### config.mk
export PLATFORM = sky130hd
export DESIGN_NAME = datapath
export DESIGN_NICKNAME = d
export VERILOG_FILES = /design/src/rtl/cpu_pkg.sv /design/src/rtl/alu.sv /design/src/rtl/datapath.sv
export VERILOG_INCLUDE_DIRS = /design/src /design/src/rtl
export SDC_FILE = /design/constraint.sdc
export NUM_CORES = 1
export LEC_CHECK = 0
export ABC_AREA = 0
export BUFFER_PORTS_ARGS = -buffer_cell sky130_fd_sc_hd__buf_2
export CAP_MARGIN = 20
export CORE_UTILIZATION = 35
export DETAILED_ROUTE_END_ITERATION = 8
export GPL_TIMING_DRIVEN = 0
export MAX_ROUTING_LAYER = met4
export PLACE_DENSITY = 0.52
export SLEW_MARGIN = 25
export SYNTH_ARGS = -nofsm -noshare
export SYNTH_HDL_FRONTEND = slang
export SYNTH_SLANG_ARGS = --single-unit
### constraint.sdc
create_clock -name clk -period 6.48 [get_ports clk]
set_clock_uncertainty 0.2 [all_clocks]
set_input_delay 0.324 -clock clk [delete_from_list [all_inputs] [get_ports clk]]
set_output_delay 0.324 -clock clk [all_outputs]
set_load 0.01 [all_outputs]
### src/rtl/cpu_consts.svh
`ifndef CPU_CONSTS_SVH
`define CPU_CONSTS_SVH

// ==================================================
// Datapath widths
// ==================================================
`define CPU_DATA_W     8            // One byte on the internal bus
`define CPU_ADDR_W     16           // PC and MAR width

// ==================================================
// Memory map and sequencing
// ==================================================
`define CPU_RAM_DEPTH  256          // Address truncated to its low byte
`define CPU_ORIGIN     16'h0000     // PC value after S_INIT
`define CPU_NUM_STEPS  8            // Microsteps available per opcode

// Bit positions inside flags_t
`define CPU_FLAG_Z     0
`define CPU_FLAG_C     1
`define CPU_FLAG_N     2

`endif

### src/rtl/cpu_pkg.sv
`default_nettype none

`include "cpu_consts.svh"

package cpu_pkg;

    typedef logic [`CPU_DATA_W-1:0] data_t;
    typedef logic [`CPU_ADDR_W-1:0] addr_t;
    typedef logic [2:0] flags_t;                                   // N, C, Z
    typedef logic [$clog2(`CPU_NUM_STEPS)-1:0] microstep_t;

    // ==================================================
    // Instruction set
    // ==================================================
    typedef enum logic [`CPU_DATA_W-1:0] {
        NOP   = 8'h00,
        HLT   = 8'h01,
        LDI_A = 8'h02,
        LDI_B = 8'h03,
        LDI_C = 8'h04,
        ADD_B = 8'h05,
        ADD_C = 8'h06,
        ADC_B = 8'h07,
        ADC_C = 8'h08,
        SUB_B = 8'h09,
        SUB_C = 8'h0A,
        SBC_B = 8'h0B,
        SBC_C = 8'h0C,
        INR_A = 8'h0D,
        DCR_A = 8'h0E,
        JMP   = 8'h0F,
        JZ    = 8'h10,
        JNZ   = 8'h11,
        JN    = 8'h12,
        LDA   = 8'h14                                              // 8'h13 left unassigned
    } opcode_t;

    typedef enum logic [2:0] {
        ALU_UNDEFINED = 3'd0,
        ALU_ADD       = 3'd1,
        ALU_ADC       = 3'd2,
        ALU_SUB       = 3'd3,
        ALU_SBC       = 3'd4,
        ALU_INR       = 3'd5,
        ALU_DCR       = 3'd6
    } alu_op_t;

    typedef enum logic [2:0] {
        S_RESET,
        S_INIT,
        S_LATCH_ADDR,
        S_READ_BYTE,
        S_LATCH_BYTE,
        S_CHK_MORE_BYTES,
        S_EXECUTE,
        S_HALT
    } fsm_state_t;

    // ==================================================
    // Control word from control unit to datapath
    // ==================================================
    typedef struct packed {
        logic    load_origin;
        logic    load_mar_pc;
        logic    load_mar_addr_low;
        logic    load_mar_addr_high;
        logic    load_ir;
        logic    load_temp_1;
        logic    load_temp_2;
        logic    load_a;
        logic    load_b;
        logic    load_c;
        logic    pc_enable;
        logic    load_pc_low_byte;
        logic    load_pc_high_byte;
        logic    load_flags;
        logic    load_sets_zn;                                     // Z and N from the bus with C kept
        logic    oe_ram;
        logic    oe_temp_1;
        logic    oe_temp_2;
        logic    oe_alu;
        alu_op_t alu_op;
        logic    alu_src_c;                                        // Operand C instead of B
        logic    check_zero;
        logic    check_not_zero;
        logic    check_carry;
        logic    check_negative;
        logic    last_step;
        logic    halt;
    } control_word_t;

endpackage

`default_nettype wire

### src/rtl/alu.sv
`default_nettype none

`include "cpu_consts.svh"

module alu (
    input  wire cpu_pkg::alu_op_t alu_op,
    input  wire cpu_pkg::data_t   a,
    input  wire cpu_pkg::data_t   operand,
    input  wire                   carry_in,
    output cpu_pkg::data_t        result,
    output logic                  zero,
    output logic                  carry,
    output logic                  negative
);
    import cpu_pkg::*;

    logic [`CPU_DATA_W:0] a_ext;
    logic [`CPU_DATA_W:0] op_ext;
    logic [`CPU_DATA_W:0] cin_ext;
    logic [`CPU_DATA_W:0] sum;                                     // Top bit is carry or borrow

    assign a_ext   = {1'b0, a};
    assign op_ext  = {1'b0, operand};
    assign cin_ext = {{`CPU_DATA_W{1'b0}}, carry_in};

    always_comb begin
        sum   = '0;
        carry = carry_in;                                          // INR/DCR keep it
        case (alu_op)
            ALU_ADD: sum = a_ext + op_ext;
            ALU_ADC: sum = a_ext + op_ext + cin_ext;
            ALU_SUB: sum = a_ext - op_ext;
            ALU_SBC: sum = a_ext - op_ext - cin_ext;
            ALU_INR: sum = a_ext + 1'b1;
            ALU_DCR: sum = a_ext - 1'b1;
            default: carry = 1'b0;
        endcase
        if (alu_op inside {ALU_ADD, ALU_ADC, ALU_SUB, ALU_SBC}) begin
            carry = sum[`CPU_DATA_W];
        end
    end

    assign result   = sum[`CPU_DATA_W-1:0];
    assign zero     = (result == '0);
    assign negative = result[`CPU_DATA_W-1];

endmodule

`default_nettype wire

### src/rtl/datapath.sv
`default_nettype none

`include "cpu_consts.svh"

module datapath (
    input  wire                        clk,
    input  wire                        reset,
    input  wire cpu_pkg::control_word_t control_word,
    input  wire cpu_pkg::data_t        mem_data,
    output cpu_pkg::addr_t             mem_addr,
    output cpu_pkg::opcode_t           opcode,
    output cpu_pkg::flags_t            flags,
    output cpu_pkg::addr_t             pc,
    output cpu_pkg::data_t             reg_a,
    output cpu_pkg::data_t             reg_b,
    output cpu_pkg::data_t             reg_c
);
    import cpu_pkg::*;

    data_t bus;
    data_t temp_1;
    data_t temp_2;
    data_t alu_operand;
    data_t alu_result;
    addr_t mar;
    logic  alu_zero;
    logic  alu_carry;
    logic  alu_negative;

    assign alu_operand = control_word.alu_src_c ? reg_c : reg_b;
    assign mem_addr    = mar;

    alu u_alu (
        .alu_op   (control_word.alu_op),
        .a        (reg_a),
        .operand  (alu_operand),
        .carry_in (flags[`CPU_FLAG_C]),
        .result   (alu_result),
        .zero     (alu_zero),
        .carry    (alu_carry),
        .negative (alu_negative)
    );

    // ==================================================
    // Byte bus with one source per cycle
    // ==================================================
    always_comb begin
        if (control_word.oe_ram)         bus = mem_data;
        else if (control_word.oe_temp_1) bus = temp_1;
        else if (control_word.oe_temp_2) bus = temp_2;
        else if (control_word.oe_alu)    bus = alu_result;
        else                             bus = '0;
    end

    // ==================================================
    // Architectural registers
    // ==================================================
    always_ff @(posedge clk) begin
        if (reset) begin
            reg_a <= '0;
            reg_b <= '0;
            reg_c <= '0;
            flags <= '0;
            pc    <= '0;
            mar   <= '0;
        end else begin
            if (control_word.load_a) reg_a <= bus;
            if (control_word.load_b) reg_b <= bus;
            if (control_word.load_c) reg_c <= bus;

            if (control_word.load_flags && control_word.load_sets_zn) begin
                flags[`CPU_FLAG_Z] <= (bus == '0);                 // Carry held
                flags[`CPU_FLAG_N] <= bus[`CPU_DATA_W-1];
            end else if (control_word.load_flags) begin
                flags[`CPU_FLAG_Z] <= alu_zero;
                flags[`CPU_FLAG_C] <= alu_carry;
                flags[`CPU_FLAG_N] <= alu_negative;
            end

            if (control_word.load_origin) begin
                pc <= `CPU_ORIGIN;
            end else if (control_word.pc_enable) begin
                pc <= pc + 1'b1;
            end else begin
                if (control_word.load_pc_low_byte)  pc[`CPU_DATA_W-1:0] <= bus;
                if (control_word.load_pc_high_byte) pc[`CPU_ADDR_W-1:`CPU_DATA_W] <= bus;
            end

            if (control_word.load_mar_pc)        mar <= pc;
            if (control_word.load_mar_addr_low)  mar[`CPU_DATA_W-1:0] <= bus;
            if (control_word.load_mar_addr_high) mar[`CPU_ADDR_W-1:`CPU_DATA_W] <= bus;
        end
    end

    // Instruction and operand holding registers
    always_ff @(posedge clk) begin
        if (control_word.load_ir)     opcode <= opcode_t'(bus);
        if (control_word.load_temp_1) temp_1 <= bus;
        if (control_word.load_temp_2) temp_2 <= bus;
    end

endmodule

`default_nettype wire

==> results.txt <==
* Status: finished clean
* Number of flip-flops and latches in the synthesized netlist: 83
* Top FF cell, synth: dfxtp_1
* Top Ports: 106
* Number of nets in the synthesized netlist: 706
* Synthesized instance count: 635
* Area added between synthesis and finish: 19.36%
- Total routing resource utilization after global routing: 0.2266
* DRC violation total after the first TritonRoute iteration: 302
* Unrepaired setup endpoints after global routing: no
* Least-Margin Pin Slew: 0.9105 ns
- In this run the post-CTS setup repair buffer count came out at 0.
* Final max-slew violation count: 0
- The smallest clock period supported by the final layout is computed as between 4 and 5 ns.
* Worst VDD drop: approximately 100 uV
* Final net count: approximately 810
* Crit Path Class: in2reg
- TritonCTS created 9 clock buffers.
- Power per cell area: 237.5 nW/um^2
- The hold violation total from the final report was 0.
* F_max: about 210 MHz
* Fin Setup TNS: 0 ns
- Of the post-synthesis cell area, the dominant cell type holds 0.2148.
* Most frequent cells after synthesis: nor2_1, dfxtp_1, a211oi_1
* Top cells by area in the synthesized netlist: dfxtp_1, edfxtp_1, a211oi_1
- Number of antenna violations at the first check in global routing: 0
- Core outline area: 15260 sq um
- Number of maximum-capacitance constraint violations: 0
- The number of global-route vias before repair was ~5100.
- Fraction of the cycle the final worst path needs: 0.7495
- Wire per inst: 18.39 um
- Number of antenna-violating nets in the routed design: 0
- The die is 127.3 um wide.
* CTS HTree Levels: 3
- In this run the core area contains 45 standard-cell rows.
- Critical Path AT: 4.89 ns
- Critical Path Start Type: input pin
- The Yosys step of the flow raised 0 warnings.
- After global routing the overflow that remains totals 0.
* Max FO, Critical Path: 10
- Clock-pin transition on the worst setup and hold timing paths: 0.06 ns
- Worst min-delay path class: in2reg
* FFs w/ async S/R, synth: 0
- Area leader, netlist: dfxtp_1
- Filler Cells Inserted: 1538
* Number of design rule violations left after detail routing: 0
- Synth Cell Area: 5499 sq um
- Initial Util: 0.3604
* Antenna diodes: 0
- For this run, the detailed router's first-pass iteration total came to 5.
- Critical Path End Type: flip-flop
- In the final layout, the share of cells above drive strength 1 is 0.1823.
* Wire length of the first global-routing pass: 27.66 mm
* Unique cell type count in the Yosys netlist: 68
* Vias after detailed routing: ~5300
* Final setup violation count: 0
- Clock latency on the worst-skew pair, taken at its later pin, is 0.34 ns.
- Average via count per standard cell: 5.488
- Number of port buffers: 95
- Final wirelength: around 18 mm
* Post_cts resized: 0
* Weighted congestion reported at the end of routability-driven placement: 0.9256
- Number of flops mapped to enable cells by yosys: 24
- The root buffer cell chosen for the clock tree is clkbuf_16.
- HPWL Detailed: 13.67 mm
- Die span in y: 127.3 um
- Most frequent cell after synthesis: nor2_1
* Tightest slew margin relative to the limit: 0.3902
- Clock tree synthesis found a total of 83 sinks.
- Final core utilization: 0.4302
- Overall power consumption after layout is estimated at 1.559 mW.
- Clock Tree Buf Depth: 2
- TritonCTS built the clock tree.
- Hold buffer count at cts: 0
* Synthesized area per cell: roughly 8.7 sq um
* Largest net degree at the start of global routing: 16
* Proportion of synthesized chip area in sequential cells: 0.3458
* Static Leakage: between 2 and 3 nW
* Endpoint required time on the critical path: 6.51 ns
- Die Footprint: 16220 sq um
-- sequential cells by signal, summed over array words and instances (netlist names) --
register,cells
temp_2,8
reg_c,8
opcode,8
reg_b,8
flags,3
pc,16
temp_1,8
mem_addr,16
reg_a,8
-- routing by layer --
| metal | part of all wire | vias up | routed length, um | global-route usage |
|---|---|---|---|---|
| met5 | 0 | - | 0 | - |
| met4 | 0.020 | 0 | 354 | 0.07283 |
| met3 | 0.045 | 27 | 792 | 0.02722 |
| met2 | 0.49 | 153 | 8686 | 0.3873 |
| met1 | 0.44 | 2503 | 7765 | 0.2779 |
| li1 | - | 2569 | - | - |
-- critical path: stages --
cell and delay, ns:
buf_2 0.12, clkbuf_1 0.36, inv_1 0.10, clkbuf_1 0.26
nor3_2 0.62, ha_1 0.41, a21oi_1 0.19, nand2_1 0.12
xnor2_1 0.32, o2bb2ai_1 0.12, a22oi_1 0.19, o221ai_1 0.22
a21oi_2 0.46, inv_1 0.31, or4_1 0.54, o41ai_2 0.21
-- layout by cell type, fill, tap and decap left out, types with 4 or more instances in the layout --
cell type,instances
buf_2,96
nor2_1,62
dfxtp_1,59
a211oi_1,51
a21oi_1,42
nand2_1,41
nor2b_1,33
clkbuf_1,31
ha_1,29
o21ai_0,28
edfxtp_1,24
inv_1,23
nand2b_1,19
mux2i_1,16
nand3_1,14
xnor2_1,13
xor2_1,12
clkbuf_16,10
nor3_1,9
and3_1,9
o211ai_1,9
o21a_1,7
a31oi_1,6
a22oi_1,6
nand4_1,5
a211o_1,5
or2_2,4
o22ai_1,4
or3_1,4
-- report_power, final --
group | total (mW) | switching (mW) | leakage, nW | internal [mW]
registers | 0.603 | 0.0296 | 0.726 | 0.573
clock network | 0.536 | 0.213 | 0.151 | 0.324
logic | 0.420 | 0.265 | 1.88 | 0.155
-- per-stage QoR --
| step | cell area [sq um] | setup slack [ns] | instances | hold WS (ns) |
|---|---|---|---|---|
| finish | 6564 | 1.623 | 957 | 0.1079 |
| global route | 6564 | 1.304 | 957 | 0.1086 |
| CTS | 6553 | 1.318 | 957 | 0.09659 |
| detailed placement | 6238 | 0.9805 | 941 | 0.2959 |
| global placement | 6238 | 0.9661 | 941 | 0.2926 |
| floorplan | 5499 | 2.453 | 635 | 0.2365 |
-- cell families (layout without fill, tap and decap cells) --
group / count (synthesis) / after routing / synth area share
buf+inv: 60 / 171 / 0.04323
xor+xnor: 25 / 25 / 0.03982
fa+ha+maj: 32 / 32 / 0.07691
flops: 83 / 83 / 0.3458
mux: 17 / 17 / 0.03117
simple gates: 215 / 215 / 0.1964
compound gates: 203 / 203 / 0.2667
-- final timing paths --
check / startpoint / endpoint / slack (ns) / cells past startpoint
hold reg to reg: reg_b[2]$_SDFFE_PP0P_ / reg_b[2]$_SDFFE_PP0P_ / 0.31 / 2
setup / recovery: control_word[8] / flags[0]$_SDFFE_PP0P_ / 1.62 / 16
hold / removal: control_word[28] / pc[6]$_SDFFE_PP0P_ / 0.11 / 3
setup reg to reg: reg_a[0]$_SDFFE_PP0P_ / flags[0]$_SDFFE_PP0P_ / 1.99 / 12
-- cell type report --
class	instances	area [sq um]	area share
clock buffers	11	254.0	0.03870
plain buffers	35	143.9	0.02192
repair buffers	95	475.5	0.07244
inverters	25	93.84	0.01430
multi-input cells	492	3371	0.5135
clock inverters	5	60.06	0.009150
well taps	211	264.0	0.04022
flip-flops and latches	83	1902	0.2897
Note: power is estimated with default switching activity, not from simulation.
